[src/ps2_receiver.sv]
`timescale 1ns/100ps

module ps2_receiver (
	input  logic       clk,
	input  logic       arst_n,
	input  logic       ps2_clk,
	input  logic       ps2_data,
	output logic [7:0] code,
	output logic       code_valid,
	output logic       frame_error
);

	localparam int unsigned idle_limit = 2000;

	logic [2:0]  clk_sync;
	logic [2:0]  data_sync;
	logic        clk_prev;
	logic        fall;
	logic [9:0]  shift;
	logic [3:0]  bit_cnt;
	logic [10:0] idle_cnt;
	logic        idle_timeout;
	logic        frame_ok;

	// both lines idle high
	always_ff @(posedge clk or negedge arst_n) begin
		if (!arst_n) begin
			clk_sync  <= '1;
			data_sync <= '1;
			clk_prev  <= 1'b1;
		end else begin
			clk_sync  <= {clk_sync[1:0], ps2_clk};
			data_sync <= {data_sync[1:0], ps2_data};
			clk_prev  <= clk_sync[2];
		end
	end

	assign fall = clk_prev && !clk_sync[2];

	always_ff @(posedge clk or negedge arst_n) begin
		if (!arst_n) begin
			idle_cnt <= '0;
		end else if (!clk_sync[2]) begin
			idle_cnt <= '0;
		end else if (!idle_timeout) begin
			idle_cnt <= idle_cnt + 11'd1;
		end
	end

	assign idle_timeout = (idle_cnt == 11'(idle_limit - 1));

	// shift holds start, data and parity; the stop bit is still on the line
	assign frame_ok = !shift[0] && data_sync[2] && (^shift[9:1]);

	always_ff @(posedge clk) begin
		if (fall && bit_cnt != 4'd10) begin
			shift <= {data_sync[2], shift[9:1]};
		end
		if (fall && bit_cnt == 4'd10 && frame_ok) begin
			code <= shift[8:1];
		end
	end

	always_ff @(posedge clk or negedge arst_n) begin
		if (!arst_n) begin
			bit_cnt     <= '0;
			code_valid  <= 1'b0;
			frame_error <= 1'b0;
		end else begin
			code_valid  <= 1'b0;
			frame_error <= 1'b0;
			if (fall) begin
				if (bit_cnt == 4'd10) begin
					bit_cnt     <= '0;
					code_valid  <= frame_ok;
					frame_error <= !frame_ok;
				end else begin
					bit_cnt <= bit_cnt + 4'd1;
				end
			end else if (idle_timeout) begin
				// stale partial frame
				bit_cnt <= '0;
			end
		end
	end

	a_one_outcome: assert property (@(posedge clk) disable iff (!arst_n)
		!(code_valid && frame_error));

endmodule

[config.mk]
export PLATFORM = sky130hd
export DESIGN_NAME = ps2_receiver
export DESIGN_NICKNAME = d
export VERILOG_FILES = /design/src/ps2_receiver.sv
export SDC_FILE = /design/constraint.sdc
export NUM_CORES = 1
export LEC_CHECK = 0
export ABC_AREA = 1
export BUFFER_PORTS_ARGS = -buffer_cell sky130_fd_sc_hd__buf_2
export CORE_MARGIN = 4
export CORE_UTILIZATION = 35
export DETAILED_ROUTE_END_ITERATION = 8
export GPL_ROUTABILITY_DRIVEN = 0
export GPL_TIMING_DRIVEN = 1
export SLEW_MARGIN = 20
export SYNTH_ARGS = -nofsm -noshare
export SYNTH_HDL_FRONTEND = slang
export SYNTH_SLANG_ARGS = --single-unit
export TNS_END_PERCENT = 100
[constraint.sdc]
create_clock -name clk -period 1.65 [get_ports clk]
set_clock_uncertainty 0.05 [all_clocks]
set_input_delay 0.0825 -clock clk [delete_from_list [all_inputs] [get_ports clk]]
set_output_delay 0.0825 -clock clk [all_outputs]
set_load 0.05 [all_outputs]
## Yosys cells after proc, flatten, opt, wreduce, memory -nomap -nowiden

Cells that the tools add are included.

| word-level totals | value |
|---|---|
| register bits after elaboration | 42 |
| word-level logic and storage cells | 35 |
| input bits | 4 |
| output and inout port bits | 10 |

| cells by class | value |
|---|---|
| equal/unequal tests | 4 |
| $add $sub $neg | 2 |
| multiplexer cells | 9 |
| reduce and logical (&&, ||, !) cells | 11 |

Operators with widths:

| operator | count |
|---|---|
| $mux W11 | 2 |
| $mux W4 | 3 |
| $add A11 B1 Y11 const B | 1 |
| $eq A11 B11 Y1 const B | 1 |
| $reduce_xor A9 Y1 | 1 |
| $logic_and A1 B1 Y1 | 6 |
| $add A4 B1 Y4 const B | 1 |
| $eq A4 B4 Y1 const B | 1 |
| $mux W1 | 4 |
| $ne A4 B4 Y1 const B | 1 |
| $logic_not A1 Y1 | 3 |
| $ne A2 B2 Y1 const B | 1 |
| $reduce_bool A2 Y1 | 1 |

## Longest topological paths before layout

| logic depth | value |
|---|---|
| depth in word-level cells | 6 |
| gate-level depth with buffers | 11 |
| mapped depth without buffers | 11 |

## Least setup slack after synthesis

Ideal clock, no wire load.

| timing path | value |
|---|---|
| path kind | register to register |
| start point | register shift[1] |
| end point | register code[0], enable pin |
| path buffers | 0 |
| required time | 1.230 ns |
| library setup time | 0.370 ns |
| setup slack | -0.129 ns |
| cell stages (with the launch flop) | 12 |
| arrival | 1.359 ns |
| clock period less this slack | 1.779 ns |
| cells stage by stage | edfxtp_1 > nand2_1 > inv_1 > nor2_1 > nand2_1 > nand2_1 > nand2_1 > nand2_1 > nand2_1 > nand2_1 > nand2_1 > nor2_1 |

| on the way | value |
|---|---|
| cells in the longest elaborated chain, start to end | 3 |

Ends and longest elaborated chain:

| what | RTL line | source |
|---|---|---|
| start, declared | 19 | `logic [9:0] shift;` |
| start signal, assigned | 57 | `shift <= {data_sync[2], shift[9:1]};` |
| $reduce_xor A9 Y1 | 53 | `assign frame_ok = !shift[0] && data_sync[2] && (^shift[9:1]);` |
| $logic_and A1 B1 Y1 | 53 |  |
| $logic_and A1 B1 Y1 | 59 | `if (fall && bit_cnt == 4'd10 && frame_ok) begin` |
| end signal, assigned | 60 | `code <= shift[8:1];` |
| end, declared | 8 | `output logic [7:0] code,` |

No other way between the ends.
A chain may end at the register's enable or synchronous reset.

## Worst setup path in the final report

| timing path | value |
|---|---|
| start point | register shift[1] |
| end point | register code[5], enable pin |

The elaborated chain is that of the path after synthesis.

==> results.md <==
* Status: complete, but fails checks
* Violated checks: negative setup slack
* Die Wd at 79.45 µm
* Ports at 14
* Worst hold path class: input port to asynchronous set/reset pin
* Drt wl/cell at 10.68 µm
* Worst slew pin tran at 0.5120 ns
* Highest routed metal layer: met4
* Unique masters post-synth at 28
* Routed vias at 1,131
* Antenna cells at 0
* Post-Syn Nets at 165
* Final antenna-violating net count at 0
* Synthesized area at 1787 µm²
* Num CTS Buffers at 5
* Buffer depth of the longest clock path at 2
* CTS tree: done
* Final std cells w/o fill at 259
* Clock latency on the worst-skew pair at 0.29 ns
* Die height at 79.45 µm
* H-tree depth at 2
* Maxcap violations at 0
* WP data arrival at 1.64 ns
* Placed cell area at 1991 µm²
* Core area at 4848 µm²
* Syn_area_per_cell at 11.31 µm²
* Met2 WL at 1.248 mm
* Synth Area in Simple Gates at 19.89%
* Maximum VDD drop at 0.5247 mV
* Largest family of logic cells by synthesized area: simple AND/OR/NAND/NOR gates
* FF-to-FF path depth at 12
* DR pass1 iterations at 4
* Final hold violations at 0
* Most frequent cells in the layout: nand2_1, inv_1, edfxtp_1
* Leakage at 0.9829 nW
* Final period utilization at 101.4%
* Adder-cell share of the synthesized area at 2.101%
* Synthesized instance count at 158
* Largest area contributor in the netlist: edfxtp_1
* Synth warn at 0
* CP Capture Type: flop
* FMAX at 597.8 MHz
* Initial core utilization at 36.85%
* Total grt overflow at 0
* Placed Cells at 243
* Gr usage total at 9.788%
* CP Launch Type: flop
* Layout cells sized above 1 at 29.69%
* Largest net degree at the start of global routing at 25
* Nets at 198
* Post-synthesis sequential area ratio at 64.36%
* Root Buffer Master: clkbuf_8
* Wire length on met3 at 123 µm
* Final Cell Area at 2152 µm²
* Top cell type's share of synthesized area at 30.25%
* First-pass GRT wire length at 4.767 mm
* Final setup vio count at 8
* M1 WL at 1.373 mm
* Vias/cell at 4.367
* DR iter-0 viols at 64
* Vias in the first global route at 1,080
* Post-synthesis mux area share at 0.5602%
* Clock slew seen by the registers of the worst setup and hold paths at 0.08 ns
* Critical path peak fanout at 8
* Post-DP HPWL at 1.913 mm
* Synth top area cells: edfxtp_1, dfrtp_1, dfstp_2, nand2_1, inv_1
* Commonest non-fill, non-tap cell in the layout: nand2_1
* Final Max Tran Viols at 0
* Register bit total from synthesis at 42
* Buffers on Ports at 13
* WL final at 2.765 mm
* Worst Hold Slack at 0.2352 ns
* Die area at 6312 µm²
* Initial antenna violation count at 0
* Worst path required time at 1.61 ns
* Post-Synth XOR/XNOR Area at 3.922%
* Cell Pwr Density at 973.6 nW/µm²
* Critical path type: flop to flop
* Area growth syn-to-layout at 20.45%
* Clock tree sinks at 42
* Setup ws final at -0.02288 ns
* Row cnt at 25
* Fill count at 439
* DRC at 0
* RSZ-0062 raised after global routing: yes
* Slew margin rel. at 65.87%
* Post-synthesis compound-gate area fraction at 4.272%
* Fin crit period at 1.673 ns
[flip-flops by register name, indices dropped and copies added (netlist names)]
| register | count |
|---|---|
| idle_cnt | 11 |
| shift | 10 |
| code | 8 |
| bit_cnt | 4 |
| clk_sync | 3 |
| data_sync | 3 |
| clk_prev | 1 |
| code_valid | 1 |
| frame_error | 1 |
[cell usage after synthesis]
library cell / number
nor2_2: 1
o21ai_1: 5
mux2i_1: 1
ha_1: 3
nor2_4: 1
nor4_4: 1
buf_2: 1
xor2_1: 5
nor3_1: 2
nor2_1: 11
dfrtp_1: 17
nand4_1: 2
o22ai_1: 1
nor3_4: 1
inv_2: 3
a21oi_1: 4
o211a_1: 1
nand2_1: 28
o21ai_0: 3
nor3b_2: 1
nand3_2: 3
xnor2_1: 3
nand3_1: 12
nor3_2: 1
nand2_2: 3
dfstp_2: 7
edfxtp_1: 18
inv_1: 19
[metal layers]
layer / vias up / global-route usage [%]
met4: 0 / 3.093
met5: - / 0
met3: 4 / 3.160
met2: 17 / 15.28
li1: 580 / -
met1: 530 / 12.90
[critical path, cell delays in order (launching register included)]
cell and delay, ns:
edfxtp_1 0.44, nand2_1 0.12, inv_1 0.04, nor2_1 0.08, nand2_1 0.07, nand2_1 0.05, nand2_1 0.06, nand2_1 0.06
nand2_1 0.06, nand2_2 0.07, nand2_2 0.06, nor2_2 0.10, buf_6 0.15
[layout make-up]
type,count,area [µm²],share of cell area [%]
flip-flops and latches,42,1150,53.43
multi-input cells,93,556.8,25.87
repair buffers,27,193.9,9.012
well taps,67,83.83,3.895
inverters,22,82.58,3.837
clock buffers,5,68.82,3.198
clock inverters,3,16.27,0.7558
[cell families (layout without fill, tap and decap cells)]
family,after synthesis,in the layout
xor+xnor,8,8
simple gates,67,67
flops,42,42
buf+inv,23,57
mux,1,1
compound gates,14,14
fa+ha+maj,3,3
[repair_timing]
action | in CTS | in global routing
setup endpoints to repair | 8 | 8
hold buffers | 3 | 0
setup buffers | 4 | 1
resized for setup | 2 | 2
endpoints found under the hold margin | 19 | 0
gates cloned | 0 | 0
pin swaps | 1 | 1
[through the flow]
stage	power [mW]	setup TNS (ns)	utilization [%]	setup slack (ns)
after floorplan	1.388	0	-	0.01597
after global placement	1.454	-0.02927	41.06	-0.003758
after detailed placement	1.459	-0.3861	41.06	-0.04835
after CTS	2.114	-0.08848	44.18	-0.01142
after global routing	2.219	-1.531	44.39	-0.1947
final	2.095	-0.1648	44.39	-0.02288
[power by group]
group,switching (mW),leakage (nW),internal [mW]
clock,0.346,0.0416,0.290
combinational,0.118,0.472,0.110
sequential,0.0624,0.469,1.17
total,0.526,0.983,1.57
[final timing paths]
| path | from | slack (ns) | endpoint |
|---|---|---|---|
| worst max-delay path | shift[1] | -0.02 | code[5] |
| worst min-delay path | arst_n | 0.24 | frame_error |
| worst max register to register | shift[1] | -0.02 | code[5] |
| worst min register to register | data_sync[1] | 0.30 | data_sync[2] |
| max in group asynchronous | arst_n | 0.95 | clk_prev |
| min in group clk | data_sync[1] | 0.30 | data_sync[2] |
No activity file was read; power rests on OpenSTA's default activity.
