===== config.mk =====
export PLATFORM = sky130hd
export DESIGN_NAME = vga_timing
export DESIGN_NICKNAME = d
export VERILOG_FILES = /design/src/vga_text_pkg.sv /design/src/vga_timing.sv
export SDC_FILE = /design/constraint.sdc
export NUM_CORES = 1
export LEC_CHECK = 0
export ABC_AREA = 1
export BUFFER_PORTS_ARGS = -buffer_cell sky130_fd_sc_hd__buf_2
export CAP_MARGIN = 20
export CORE_UTILIZATION = 40
export DETAILED_ROUTE_END_ITERATION = 7
export GPL_TIMING_DRIVEN = 0
export HOLD_SLACK_MARGIN = 0.05
export SLEW_MARGIN = 20
export SYNTH_ARGS = -nofsm -noshare
export SYNTH_HDL_FRONTEND = slang
export SYNTH_SLANG_ARGS = --single-unit

===== constraint.sdc =====
create_clock -name clk -period 2.19 [get_ports clk]
set_clock_uncertainty 0.2 [all_clocks]
set_input_delay 0.1095 -clock clk [delete_from_list [all_inputs] [get_ports clk]]
set_output_delay 0.1095 -clock clk [all_outputs]
set_load 0.02 [all_outputs]

===== src/vga_text_pkg.sv =====
package vga_text_pkg;

	// 640x480 at 60 Hz, counts in pixel clocks and lines
	localparam logic [9:0] h_visible = 10'd640;
	localparam logic [9:0] h_front   = 10'd16;
	localparam logic [9:0] h_sync    = 10'd96;
	localparam logic [9:0] h_back    = 10'd48;
	localparam logic [9:0] h_total   = 10'd800;

	localparam logic [9:0] v_visible = 10'd480;
	localparam logic [9:0] v_front   = 10'd10;
	localparam logic [9:0] v_sync    = 10'd2;
	localparam logic [9:0] v_back    = 10'd33;
	localparam logic [9:0] v_total   = 10'd525;

	// text grid
	localparam int unsigned text_cols   = 70;
	localparam int unsigned text_rows   = 30;
	localparam int unsigned cell_w      = 9;
	localparam int unsigned cell_h      = 16;
	localparam int unsigned font_glyphs = 128;

	typedef struct packed {
		logic [6:0] col;
		logic [3:0] cx;
		logic [4:0] row;
		logic [3:0] cy;
	} cell_pos_t;

	typedef struct packed {
		logic      hsync;
		logic      vsync;
		logic      active;
		cell_pos_t pos;
	} vga_timing_t;

	typedef struct packed {
		logic       valid;
		logic [6:0] col;
		logic [4:0] row;
		logic [7:0] ascii;
	} char_write_t;

	// bits[7] is the leftmost pixel of the glyph line
	typedef struct packed {
		logic       valid;
		logic [6:0] code;
		logic [3:0] line;
		logic [7:0] bits;
	} font_write_t;

	typedef struct packed {
		logic [7:0] r;
		logic [7:0] g;
		logic [7:0] b;
	} rgb_t;

endpackage

===== src/vga_timing.sv =====
`timescale 1ns/100ps

module vga_timing (
	input  logic                      clk,
	input  logic                      arst_n,
	output vga_text_pkg::vga_timing_t timing
);

	localparam logic [9:0] hs_start = vga_text_pkg::h_visible + vga_text_pkg::h_front;
	localparam logic [9:0] hs_end   = hs_start + vga_text_pkg::h_sync;
	localparam logic [9:0] vs_start = vga_text_pkg::v_visible + vga_text_pkg::v_front;
	localparam logic [9:0] vs_end   = vs_start + vga_text_pkg::v_sync;

	logic [9:0] h_cnt;
	logic [9:0] v_cnt;
	logic [6:0] col;
	logic [3:0] cx;
	logic [4:0] row;
	logic [3:0] cy;
	logic       line_end;
	logic       frame_end;

	assign line_end  = (h_cnt == vga_text_pkg::h_total - 10'd1);
	assign frame_end = (v_cnt == vga_text_pkg::v_total - 10'd1);

	always_ff @(posedge clk or negedge arst_n) begin
		if (!arst_n) begin
			h_cnt <= '0;
			v_cnt <= '0;
		end else if (line_end) begin
			h_cnt <= '0;
			v_cnt <= frame_end ? 10'd0 : v_cnt + 10'd1;
		end else begin
			h_cnt <= h_cnt + 10'd1;
		end
	end

	// cell counters stop once past the visible width
	always_ff @(posedge clk or negedge arst_n) begin
		if (!arst_n) begin
			col <= '0;
			cx  <= '0;
		end else if (line_end) begin
			col <= '0;
			cx  <= '0;
		end else if (h_cnt < vga_text_pkg::h_visible) begin
			if (cx == 4'(vga_text_pkg::cell_w - 1)) begin
				cx  <= '0;
				col <= col + 7'd1;
			end else begin
				cx <= cx + 4'd1;
			end
		end
	end

	// row advances at line end and holds during vertical blanking
	always_ff @(posedge clk or negedge arst_n) begin
		if (!arst_n) begin
			row <= '0;
			cy  <= '0;
		end else if (line_end) begin
			if (frame_end) begin
				row <= '0;
				cy  <= '0;
			end else if (v_cnt < vga_text_pkg::v_visible) begin
				if (cy == 4'(vga_text_pkg::cell_h - 1)) begin
					cy  <= '0;
					row <= row + 5'd1;
				end else begin
					cy <= cy + 4'd1;
				end
			end
		end
	end

	always_ff @(posedge clk or negedge arst_n) begin
		if (!arst_n) begin
			timing <= '{hsync: 1'b1, vsync: 1'b1, active: 1'b0, pos: '0};
		end else begin
			timing.hsync  <= !(h_cnt >= hs_start && h_cnt < hs_end);
			timing.vsync  <= !(v_cnt >= vs_start && v_cnt < vs_end);
			timing.active <= (h_cnt < vga_text_pkg::h_visible) &&
				(v_cnt < vga_text_pkg::v_visible);
			timing.pos    <= '{col: col, cx: cx, row: row, cy: cy};
		end
	end

	// hsync pulse only in the blanking interval
	a_hsync_window: assert property (@(posedge clk) disable iff (!arst_n)
		!timing.hsync |-> !timing.active);

endmodule


=== Yosys cells after proc, flatten, opt, wreduce, memory -nomap -nowiden ===
Cells that the tools add are included.

* Output and inout port bits: 23
* Register bits: 63
* Logic and storage cells: 55

* Reduce and logical (&&, ||, !) cells: 12
* Equal/unequal tests: 4
* Magnitude comparators: 6
* Muxes and demuxes: 14
* $add $sub $neg: 6

{| class="wikitable"
|+ Operator list
! operator !! number
|-
| $mux 4 || 6
|-
| $mux 7 || 3
|-
| $add 10x1->10 const B || 2
|-
| $eq 10x10->1 const B || 2
|-
| $lt 10x10->1 const B || 2
|-
| $lt 10x9->1 const B || 2
|-
| $mux 10 || 2
|-
| $mux 5 || 3
|-
| $ge 10x10->1 const B || 1
|-
| $ge 10x9->1 const B || 1
|-
| $add 4x1->4 const B || 2
|-
| $eq 4x4->1 const B || 2
|-
| $reduce_bool 2->1 || 4
|-
| $add 7x1->7 const B || 1
|-
| $add 5x1->5 const B || 1
|-
| $reduce_and 2->1 || 2
|-
| $logic_and 1x1->1 || 3
|-
| $reduce_and 3->1 || 1
|-
| $logic_not 1->1 || 2
|}

=== Longest topological paths before layout ===
* Depth after elaboration: 4
* Gate-level depth with buffers: 9

=== Least setup slack after synthesis ===
No wires, ideal clock.

* Kind: register -> register
* Start: register v_cnt[0]
* End: register cy[2]
* Library setup time: 0.117 ns
* Arrival time: 1.385 ns
* Clock period less this slack: 1.702 ns
* Stages on the path, launching flop included: 10
* Setup slack: 0.488 ns
* Cell sequence: dfrtp_1 -> inv_1 -> ha_1 -> nand2_1 -> nor2_1 -> nand3_4 -> nand2_4 -> nand2_2 -> nand2_1 -> o21ai_2

* Cells in the longest elaborated chain, start to end: 3

{| class="wikitable"
|+ RTL lines
! element !! RTL line !! RTL
|-
| start: declaration || vga_timing.sv:15 || <nowiki>logic [9:0] v_cnt;</nowiki>
|-
| start signal: assignment || vga_timing.sv:32 || <nowiki>v_cnt <= frame_end ? 10'd0 : v_cnt + 10'd1;</nowiki>
|-
| $lt 10x9->1 or $eq 10x10->1 (tied branches) || vga_timing.sv:65, vga_timing.sv:24 ||
|-
| $reduce_bool 2->1 (no line) || - ||
|-
| $reduce_and 2->1 (no line) || - ||
|-
| end signal: assignment || vga_timing.sv:70 || <nowiki>cy <= cy + 4'd1;</nowiki>
|-
| end: declaration || vga_timing.sv:19 || <nowiki>logic [3:0] cy;</nowiki>
|}

Several ways; a longest one is shown, not always the timed one.
A chain may end at the register's enable or synchronous reset.

=== Worst setup path after layout ===
Same ends and word-level chain as after synthesis.

==> impl_metrics.json <==
{
  "cap_violations": 0,
  "cp_max_fo": 9,
  "post-place-ws_ns": 0.2538,
  "syn-num-nets": 340,
  "finalCritPeriodShare": 0.8876,
  "maxSlewViolCount": 0,
  "rsz0062_at_grt": "no",
  "die_w_um": 88.59,
  "grt-ovfl-total": 0,
  "comb_power_share": 0.013,
  "routed_wl_um": 5421,
  "grt_pass1_vias": 2078,
  "first_pass_iters": 4,
  "row_count": 31,
  "pin_count": 25,
  "fin_nets": 378,
  "cts_buffer_depth": 2,
  "setup_viol": 0,
  "power.internal_w": 0.001873,
  "critPathArrivalTime_ns": 1.97,
  "cts_max_level": 3,
  "clkLatencyLatePin_ns": 0.34,
  "area_growth_pct": 16.85,
  "drcViolationCount": 0,
  "cp_common_cell": "nand2_1",
  "r2r_setup_slack_ns": 0.25,
  "antennaDiodeCount": 0,
  "initial_utilization": 0.4135,
  "synth_top_cell_area_share": 0.5090,
  "cp-endpoint": "cy[2]",
  "synth-seq-cells": 63,
  "cpPeakStageDelay_ns": 0.46,
  "clkSinkCount": 63,
  "hold_class": "input pin to asynchronous set/reset pin",
  "grt_use_total": 0.1581,
  "die_h_um": 88.59,
  "syn_area_um2": 2999,
  "vias": 2196,
  "antenna_found_initial": 0,
  "ir_drop_mv": 0.2835,
  "grt_pass1_wl_um": 9259,
  "cts_resized": 0,
  "clock_power_share": 0.484,
  "max_freq_mhz": 514.4,
  "reg2reg_to": "cy[2]",
  "yosys_warnings": 0,
  "gp_congestion": 0.8428,
  "synthDistinctLibCells": 30,
  "drt_iter0_drc": 125,
  "hold_slack_ns": 0.1148,
  "clock-root-buffer": "clkbuf_8",
  "ant_nets": 0,
  "synth.largest_area_cell": "dfrtp_1",
  "p_leak_nw": 1.807,
  "swShare": 0.1907,
  "status": "complete, no violations",
  "synth_cells": 328,
  "worst_slew_pin_slew_ns": 0.4946,
  "cp_slowest_cell": "dfrtp_1",
  "numCtsBuffers": 9,
  "relSlewSlack": 0.6703,
  "drive_gt1_frac": 0.1968,
  "postCtsHoldBufs": 2,
  "synthTopCellsByArea": "dfrtp_1, nand2_1, nand3_1, inv_1, nor2_1",
  "setup_slack_ns": 0.2461,
  "crit_type": "flip-flop to flip-flop",
  "place.detailed.hpwl_um": 3774,
  "finalHoldViolCount": 0,
  "seqPwrFrac": 0.503,
  "postCtsSetupRepairBufs": 0,
  "wl_per_cell_um": 11.53,
  "tritoncts": "done",
  "min_period_ns": 1.944,
  "r2r_start": "v_cnt[0]",
  "postSynthAreaPerCell_um2": 9.144,
  "p_switching_w": 0.0004412,
  "ys_seq_area_frac": 0.5265,
  "coreArea_um2": 7253,
  "io_buffers": 24,
  "viasPerCell": 4.672,
  "fin_setup_tns_ns": 0,
  "dieArea_um2": 7848,
  "start_kind": "flip-flop",
  "critPathCaptureType": "flip-flop",
  "grt_max_degree": 39,
  "clk_pin_slew_ns": 0.06,
  "crit_path_start": "v_cnt[0]",
  "crit_chain": "inv_1 -> ha_1 -> nand2_1 -> nor2_1 -> nand3_4 -> nand2_4 -> nand2_2 -> nand2_1 -> o21ai_2",
  "powerDensity_nw_per_um2": 660.3,
  "r2r_cells": 9,
  "worstPathRequired_ns": 2.22
}
synth_stat cells (all sizes together):
master	n
a21o	1
a21oi	3
buf	3
dfrtp	61
dfstp	2
ha	10
inv	39
nand2	88
nand3	30
nand3b	1
nand4	6
nor2	41
nor3	3
nor4	1
o211ai	1
o21ai	22
xnor2	5
xor2	11
layout by cell type, fill, tap and decap left out:
cell,netlist,final
inv_1,34,34
clkinv_2,0,1
dfrtp_1,61,61
nand2_4,2,2
dfstp_2,2,2
bufinv_16,0,2
buf_4,0,1
dlygate4sd3_1,0,1
buf_6,2,2
o211ai_1,1,1
nand2_1,82,82
nor4_1,1,1
xor2_1,11,11
nand3_2,2,2
nand3b_1,1,1
o21ai_2,5,5
a21o_1,1,1
nand4_4,1,1
clkbuf_8,0,11
nand2_2,4,4
inv_2,5,5
o21ai_0,14,14
clkbuf_1,0,2
nor2_4,3,3
nand3_1,26,26
o21ai_1,3,3
buf_2,1,25
nor2_2,3,3
xnor2_1,5,5
nor2_8,1,1
ha_1,10,10
a21oi_1,3,3
nand3_4,2,2
nor3_1,3,3
nor2_1,34,34
buf_12,0,1
nand4_1,5,5
flip-flops by register name, indices dropped and copies added, names as in the netlist:
name	flops
v_cnt	10
cy	4
timing	23
row	5
h_cnt	10
col	7
cx	4
cell families (layout without fill, tap and decap cells):
| logic type | count (synthesis) | count (layout) | synth area share |
|---|---|---|---|
| xor+xnor | 16 | 16 | 0.04672 |
| simple gates | 170 | 170 | 0.2741 |
| flops | 63 | 63 | 0.5265 |
| compound gates | 27 | 27 | 0.05298 |
| fa+ha+maj | 10 | 10 | 0.04172 |
| buf+inv | 42 | 85 | 0.05799 |
worst max-delay path: cells and delay by family (launching register included):
| kind | cells | cell delay [ns] |
|---|---|---|
| flip-flops | 1 | 0.46 |
| AND/OR/NAND/NOR | 6 | 0.77 |
| adder cells (fa/ha/maj) | 1 | 0.18 |
| buffers and inverters | 1 | 0.17 |
| AO/OA/AOI/OAI | 1 | 0.05 |
power by group through the flow:
stage	registers [W]	logic [W]	clock network, W
after global routing	0.00116	0.0000363	0.00119
after floorplan	0.00119	0.000000000746	0
final	0.00116	0.0000299	0.00112
after global placement	0.00119	0.0000240	0
after detailed placement	0.00119	0.0000292	0
after CTS	0.00116	0.0000332	0.00116
area by class of cell:
| type | count | area, um2 |
|---|---|---|
| plain buffers | 3 | 27.53 |
| clock buffers | 13 | 158.9 |
| clock inverters | 3 | 65.06 |
| fillers | 709 | 3749 |
| inverters | 39 | 146.4 |
| multi-input cells | 223 | 1246 |
| flip-flops and latches | 63 | 1579 |
| well taps | 99 | 123.9 |
| repair buffers | 27 | 157.7 |
metal layers:
layer  routed length (um)  up-vias  GRT usage  part of all wire
li1                     -     1112          -                 -
met1                 2637     1042     0.1993              0.49
met2                 2551       35     0.2531              0.47
met3                  173        7    0.04291             0.032
met4                   58        0    0.07331             0.011
met5                    0        -          0                 0
through the flow:
stage | total power [W] | instance area [um2] | utilization | std cells
floorplan | 0.001186 | 2999 | - | 328
CTS | 0.002353 | 3510 | 0.4839 | 470
global route | 0.002394 | 3505 | 0.4832 | 470
detailed placement | 0.001215 | 3266 | 0.4502 | 452
global placement | 0.001209 | 3243 | 0.4471 | 451
finish | 0.002314 | 3505 | 0.4832 | 470
how the worst min path moves through the flow:
stage / depth (start not counted) / start / to / slack, ns
after floorplan: 0 / arst_n / col[0] / -0.39
after global placement: 0 / col[6] / timing[19] / 0.21
after detailed placement: 1 / arst_n / timing[2] / -0.16
after CTS: 2 / arst_n / timing[22] / 0.1
after global routing: 2 / arst_n / timing[22] / 0.13
final: 2 / arst_n / timing[21] / 0.11
Power figures use the tool's default switching activity.
