==> config.mk <==
export PLATFORM = sky130hd
export DESIGN_NAME = key_writer
export DESIGN_NICKNAME = d
export VERILOG_FILES = /design/src/vga_text_pkg.sv /design/src/key_writer.sv
export SDC_FILE = /design/constraint.sdc
export NUM_CORES = 1
export LEC_CHECK = 0
export BUFFER_PORTS_ARGS = -buffer_cell sky130_fd_sc_hd__buf_4
export CAP_MARGIN = 0
export CORE_MARGIN = 5
export CORE_UTILIZATION = 45
export CTS_BUF_LIST = sky130_fd_sc_hd__clkbuf_16
export DETAILED_ROUTE_END_ITERATION = 10
export GPL_ROUTABILITY_DRIVEN = 0
export GPL_TIMING_DRIVEN = 0
export PLACE_DENSITY = 0.7
export SETUP_SLACK_MARGIN = 0.3
export SLEW_MARGIN = 10
export SYNTH_ARGS = -nofsm -noshare
export SYNTH_HDL_FRONTEND = slang
export SYNTH_SLANG_ARGS = --single-unit
==> constraint.sdc <==
create_clock -name clk -period 5.3 [get_ports clk]
set_clock_uncertainty 0.05 [all_clocks]
set_input_delay 0.795 -clock clk [delete_from_list [all_inputs] [get_ports clk]]
set_output_delay 0.795 -clock clk [all_outputs]
set_load 0.1 [all_outputs]
==> src/vga_text_pkg.sv <==
package vga_text_pkg;

	// 640x480 at 60 Hz, counts in pixel clocks and lines
	localparam logic [9:0] h_visible = 10'd640;
	localparam logic [9:0] h_front   = 10'd16;
	localparam logic [9:0] h_sync    = 10'd96;
	localparam logic [9:0] h_back    = 10'd48;
	localparam logic [9:0] h_total   = 10'd800;

	localparam logic [9:0] v_visible = 10'd480;
	localparam logic [9:0] v_front   = 10'd10;
	localparam logic [9:0] v_sync    = 10'd2;
	localparam logic [9:0] v_back    = 10'd33;
	localparam logic [9:0] v_total   = 10'd525;

	// text grid
	localparam int unsigned text_cols   = 70;
	localparam int unsigned text_rows   = 30;
	localparam int unsigned cell_w      = 9;
	localparam int unsigned cell_h      = 16;
	localparam int unsigned font_glyphs = 128;

	typedef struct packed {
		logic [6:0] col;
		logic [3:0] cx;
		logic [4:0] row;
		logic [3:0] cy;
	} cell_pos_t;

	typedef struct packed {
		logic      hsync;
		logic      vsync;
		logic      active;
		cell_pos_t pos;
	} vga_timing_t;

	typedef struct packed {
		logic       valid;
		logic [6:0] col;
		logic [4:0] row;
		logic [7:0] ascii;
	} char_write_t;

	// bits[7] is the leftmost pixel of the glyph line
	typedef struct packed {
		logic       valid;
		logic [6:0] code;
		logic [3:0] line;
		logic [7:0] bits;
	} font_write_t;

	typedef struct packed {
		logic [7:0] r;
		logic [7:0] g;
		logic [7:0] b;
	} rgb_t;

endpackage
==> src/key_writer.sv <==
`timescale 1ns/100ps

module key_writer (
	input  logic                      clk,
	input  logic                      arst_n,
	input  logic [7:0]                code,
	input  logic                      code_valid,
	output vga_text_pkg::char_write_t wr
);

	logic       brk;
	logic       ext;
	logic [6:0] cur_col;
	logic [4:0] cur_row;
	logic [7:0] ascii;
	logic       last_col;
	logic       at_home;
	logic [4:0] row_down;
	logic [6:0] back_col;
	logic [4:0] back_row;

	// set 2 make codes, lower case only
	function automatic logic [7:0] scan_to_ascii(input logic [7:0] sc);
		case (sc)
			8'h1c: return "a";
			8'h32: return "b";
			8'h21: return "c";
			8'h23: return "d";
			8'h24: return "e";
			8'h2b: return "f";
			8'h34: return "g";
			8'h33: return "h";
			8'h43: return "i";
			8'h3b: return "j";
			8'h42: return "k";
			8'h4b: return "l";
			8'h3a: return "m";
			8'h31: return "n";
			8'h44: return "o";
			8'h4d: return "p";
			8'h15: return "q";
			8'h2d: return "r";
			8'h1b: return "s";
			8'h2c: return "t";
			8'h3c: return "u";
			8'h2a: return "v";
			8'h1d: return "w";
			8'h22: return "x";
			8'h35: return "y";
			8'h1a: return "z";
			8'h45: return "0";
			8'h16: return "1";
			8'h1e: return "2";
			8'h26: return "3";
			8'h25: return "4";
			8'h2e: return "5";
			8'h36: return "6";
			8'h3d: return "7";
			8'h3e: return "8";
			8'h46: return "9";
			8'h29: return " ";
			default: return 8'h00;
		endcase
	endfunction

	assign ascii    = scan_to_ascii(code);
	assign last_col = (cur_col == 7'(vga_text_pkg::text_cols - 1));
	assign at_home  = (cur_col == 7'd0) && (cur_row == 5'd0);
	assign row_down = (cur_row == 5'(vga_text_pkg::text_rows - 1)) ? 5'd0 : cur_row + 5'd1;
	assign back_col = (cur_col == 7'd0) ? 7'(vga_text_pkg::text_cols - 1) : cur_col - 7'd1;
	assign back_row = (cur_col == 7'd0) ? cur_row - 5'd1 : cur_row;

	always_ff @(posedge clk or negedge arst_n) begin
		if (!arst_n) begin
			brk     <= 1'b0;
			ext     <= 1'b0;
			cur_col <= '0;
			cur_row <= '0;
			wr      <= '0;
		end else begin
			wr.valid <= 1'b0;
			if (code_valid) begin
				if (code == 8'hf0) begin
					brk <= 1'b1;
				end else if (code == 8'he0) begin
					ext <= 1'b1;
				end else if (brk || ext) begin
					// code after a prefix is dropped
					brk <= 1'b0;
					ext <= 1'b0;
				end else if (code == 8'h5a) begin
					cur_col <= '0;
					cur_row <= row_down;
				end else if (code == 8'h66) begin
					if (!at_home) begin
						cur_col <= back_col;
						cur_row <= back_row;
						wr      <= '{valid: 1'b1, col: back_col, row: back_row, ascii: " "};
					end
				end else if (ascii != 8'h00) begin
					wr      <= '{valid: 1'b1, col: cur_col, row: cur_row, ascii: ascii};
					cur_col <= last_col ? 7'd0 : cur_col + 7'd1;
					if (last_col) begin
						cur_row <= row_down;
					end
				end
			end
		end
	end

	a_wr_in_grid: assert property (@(posedge clk) disable iff (!arst_n)
		wr.valid |-> (wr.col < vga_text_pkg::text_cols && wr.row < vga_text_pkg::text_rows));

endmodule

Word level (Yosys, flattened, before mapping) --
Memories as Yosys holds them, arrays and structs flattened. Cells that the tools add are included. W data, S select, Z words.
Cells by class: add/sub/neg operators 4, equal/unequal tests 9, mux-type cells 26, bitwise operators 4, reductions and logical operators 15
Operators with widths (count):
- $mux W21 | 8
- $mux W7 | 6
- $mux W5 | 7
- $eq A8 B7 Y1 const B | 2
- $eq A8 B8 Y1 const B | 2
- $reduce_and A7 Y1 | 2
- $mux W8 | 1
- $reduce_bool A8 Y1 | 1
- $add A7 B1 Y7 const B | 1
- $eq A7 B7 Y1 const B | 1
- $logic_not A7 Y1 | 1
- $sub A7 B1 Y7 const B | 1
- $reduce_and A3 Y1 | 2
- $reduce_and A6 Y1 | 1
- $reduce_bool A2 Y1 | 3
- $reduce_bool A3 Y1 | 2
- $add A5 B1 Y5 const B | 1
- $eq A5 B5 Y1 const B | 1
- $logic_not A5 Y1 | 1
- $sub A5 B1 Y5 const B | 1
- $mux W1 | 4
- $ne A2 B2 Y1 const B | 2
- $not A1 Y1 | 4
- $ne A3 B3 Y1 const B | 1
- 2 further kinds | 2
Storage, ports and cells: bits in registers 35, memory bits (read-only) 896, bits of input ports 11, output and inout bits 21, word-level logic and storage cells 67, memories 1
Memories:
- (no name shown) | depth 128, width 7, rd ports 1, clocked after memory_dff 0, write ports 0, line key_writer.sv:24 | case (sc)

Depth between registers and ports, before layout --
An unclocked memory read counts as a cell.
word-level depth 10, gate-level depth with buffers 13, gate-level depth less buffers 12

Least setup slack after synthesis --
Ideal clock, no wire load.
kind input -> register, start input port code[0], end register cur_col[3], setup time 122 ps, arrival 2980 ps, data required time 5128 ps, setup slack 2148 ps, stages 12, path buffers 1, path through inv_1 -> ha_1 -> mux2_2 -> a221o_1 -> o311ai_0 -> o21ai_0 -> nor3_1 -> nand3_2 -> nand2_4 -> inv_4 -> buf_6 -> a32o_1
On the way: cells in the longest elaborated chain, start to end 5, elaborated cells on any way between the ends 14, those cells by class eq/ne (5); mux (3); bitwise (2); reduce/logical (3); memory (1)
Ends and longest elaborated chain:
- start: declaration | line key_writer.sv:6 | input logic [7:0] code,
- $mem_v2 Z128 W7
- $mux W8 | line key_writer.sv:24
- $reduce_bool A8 Y1 | line key_writer.sv:100 | end else if (ascii != 8'h00) begin
- $reduce_bool A3 Y1 (no source line)
- $reduce_and A6 Y1 (no source line)
- end signal: assignment | line key_writer.sv:96 | cur_col <= back_col;
- end signal: assignment | line key_writer.sv:102 | cur_col <= last_col ? 7'd0 : cur_col + 7'd1;
- end: declaration | line key_writer.sv:13 | logic [6:0] cur_col;
Several ways; a longest one is shown, not always the timed one. A chain may end at the register's enable or synchronous reset.

Final worst setup path --
start input port code[0], end register wr[15] (netlist bit)
On the way: cells in the longest elaborated chain, start to end 5, elaborated cells on any way between the ends 14, those cells by class eq/ne (5); mux (2); bitwise (3); reduce/logical (3); memory (1)
Ends and longest elaborated chain:
- $mem_v2 Z128 W7
- $mux W8 | line key_writer.sv:24
- $reduce_bool A8 Y1 | line key_writer.sv:100
- $reduce_bool A2 Y1 (no source line)
- $reduce_and A7 Y1 (no source line)
- end signal: assignment | line key_writer.sv:98 | wr <= '{valid: 1'b1, col: back_col, row: back_row, ascii: " "};
- end signal: assignment | line key_writer.sv:101 | wr <= '{valid: 1'b1, col: cur_col, row: cur_row, ascii: ascii};
- end: declaration | line key_writer.sv:8 | output vga_text_pkg::char_write_t wr
Several ways; a longest one is shown, not always the timed one.

==> out/summary.txt <==
status: completed
initial antenna violation count: 0
WP data arrival: 3.83 ns
cells on worst reg2reg path: 10
Worst Tran Pin Value: 0.817 ns
Switch Pwr: 866 uW
fill count: 609
DRT antenna net count: 0
PD cells: 483 mW/mm^2
Clk pwr share: 0.167
Clk pin slew, worst setup/hold paths: 0.05 ns
Die Y: 90.7 um
fin nets: 433
PnR worst setup slack: 1.57 ns
async set-reset flop share out of synthesis: 1.00
Post-CTS Repair Setup Buffers: 0
Detailed Route WL: 8650 um
Syn. warnings: 0
post-DP HPWL: 6360 um
TritonCTS clock tree: done
Seq pwr share: 0.263
# port buffers: 29
via count: 3,145
CTS Buf Count: 5
DRC: 0
Top FF cell, synth: dfrtp_1
crit end category: flop
Slew HR: 0.451
CTS resizes: 0
Post-Syn Nets: 397
Initial Util: 0.462
Die Wd: 90.7 um
Tmin final: 3.73 ns
Layout Utilization: 0.534
register area: 851 um^2
worst hold path type: input pin to async pin
CTS H-tree depth: 2
die area: 0.00823 mm^2
critical path startpoint category: input pin
vias in the first global route: 2,915
Hold-fix buffers, CTS: 0
Root Buffer: clkbuf_16
CP max FO: 8
Initial DRC Count: 353
Clock Latency Late Sink: 0.28 ns
biggest area consumer among synthesized cells: dfrtp_1
First-pass DRT Iterations: 6
RSZ-0062 raised after global routing: false
final period utilization: 0.704
syn_area_per_cell: 7.88 um^2
commonest non-fill, non-tap cell in the layout: nor2_1
max-cap violations: 0
Vias per Instance: 6.47
Lkg Pwr: 1.42 nW
Worst R2R Setup Slack: 2.28 ns
Comb power frac: 0.570
pre-CTS WS: 1.45 ns
Area Growth Syn to Fin: 15.6%
synth top area cells: dfrtp_1 29%, a21oi_1 6.0%, ha_1 6.0%, nor2_1 5.0%, nand2b_1 3.8%
CTS Sinks: 34
Setup violations, final: 0
Post-Syn Area: 0.00293 mm^2
Post-synth EDFFs: 0
sw frac: 0.529
Setup CP Type: input pin to flop
Hold Vio Cnt, Final: 0
Fin Setup TNS: 0 ns
CORE AREA: 0.00635 mm^2
share of the synthesized area in the top cell type: 0.290
Synth Instances: 372
CTS max path bufs: 2
commonest non-fill, non-tap cells in the layout: 39 x nor2_1, 35 x a21oi_1, 34 x dfrtp_1
register area share after synthesis: 0.290
GR Overflow Total: 0
global-route wire length before repair: 14,200 um
largest net degree at the start of global routing: 35
required time worst endpoint: 5.40 ns
peak supply drop: 0.380 mV
post-synth cell types: 68
area of the multi-input gates: 0.00191 mm^2
DR WL/cell: 17.8 um
Int Power: 770 uW
fmax: 268 MHz
I/O pin cnt: 32
total track usage: 0.206
layout cells sized above 1: 0.161
number of cell rows: 29
Slew Viols, Final: 0
Seq cells post-synth: 34
n_diodes: 0
==> Yosys cell counts (all sizes together), types with 10 or more instances <==
cell type  number
dfrtp          34
nand2b         19
o21ai          22
clkbuf         10
inv            16
nand2          30
nor3           11
a21oi          35
a31oi          11
buf            13
nor2           39
ha             14
==> state kept, by name (all words and copies together), names as in the netlist <==
signal	cells
brk	1
cur_col	7
cur_row	5
ext	1
wr	20
==> power by group through the flow <==
| stage | Combinational [mW] | Sequential, mW | Clock [mW] |
|---|---|---|---|
| CTS | 0.928 | 0.429 | 0.274 |
| floorplan | 0.358 | 0.789 | 0 |
| global route | 0.999 | 0.444 | 0.288 |
| detailed placement | 0.927 | 0.432 | 0 |
| finish | 0.933 | 0.429 | 0.273 |
| global placement | 0.919 | 0.429 | 0 |
==> worst max-delay path: stages <==
cell	delay, ns
buf_4	0.12
inv_1	0.09
ha_1	0.31
or2_0	0.25
a311oi_1	0.40
a311o_1	0.16
o311ai_0	0.24
nor3_1	0.62
nand2_1	0.40
o221ai_1	0.33
o21ai_1	0.11
==> area by class of cell <==
class,instances,area share
multi-input combinational,299,0.564
sequential,34,0.251
inverter,16,0.0185
timing repair buffer,29,0.0643
clock inverter,3,0.00332
clock buffer,5,0.0369
tap,77,0.0284
buffer,23,0.0332
==> per-stage QoR <==
step | hold slack, ns | area (um^2) | total power, mW | std cells
final | 0.405 | 3390 | 1.64 | 486
after global routing | 0.450 | 3390 | 1.73 | 486
after CTS | 0.434 | 3380 | 1.63 | 486
after detailed placement | 0.435 | 3250 | 1.36 | 478
after global placement | 0.427 | 3250 | 1.35 | 478
after floorplan | 0.429 | 2930 | 1.15 | 372
==> layer usage <==
metal	part of all wire	wire length [um]	vias up	GRT usage
met5	0	0	-	0
met4	0.025	212	0	0.0707
met3	0.10	888	32	0.0417
met2	0.43	3740	213	0.294
met1	0.44	3810	1442	0.304
li1	-	-	1458	-
==> final timing paths <==
kind | start | endpoint
worst min register to register | wr[10]$_DFFE_PN0P_ | wr[10]$_DFFE_PN0P_
min in group clk | wr[10]$_DFFE_PN0P_ | wr[10]$_DFFE_PN0P_
max in group asynchronous | arst_n | wr[2]$_DFFE_PN0P_
worst max register to register | cur_col[2]$_DFFE_PN0P_ | cur_row[1]$_DFFE_PN0P_
worst max-delay path | code[0] | wr[15]$_DFFE_PN0P_
worst min-delay path | arst_n | wr[11]$_DFFE_PN0P_
==> cells by family after synthesis <==
| logic type | after synthesis | share of synthesized area |
|---|---|---|
| AO/OA/AOI/OAI | 132 | 0.303 |
| adder cells (fa/ha/maj) | 14 | 0.0598 |
| AND/OR/NAND/NOR | 143 | 0.254 |
| buffers and inverters | 39 | 0.0597 |
| other | 1 | 0.00128 |
| XOR/XNOR | 3 | 0.00896 |
| multiplexers | 6 | 0.0230 |
| flip-flops | 34 | 0.290 |
No activity file was read; power rests on OpenSTA's default activity.
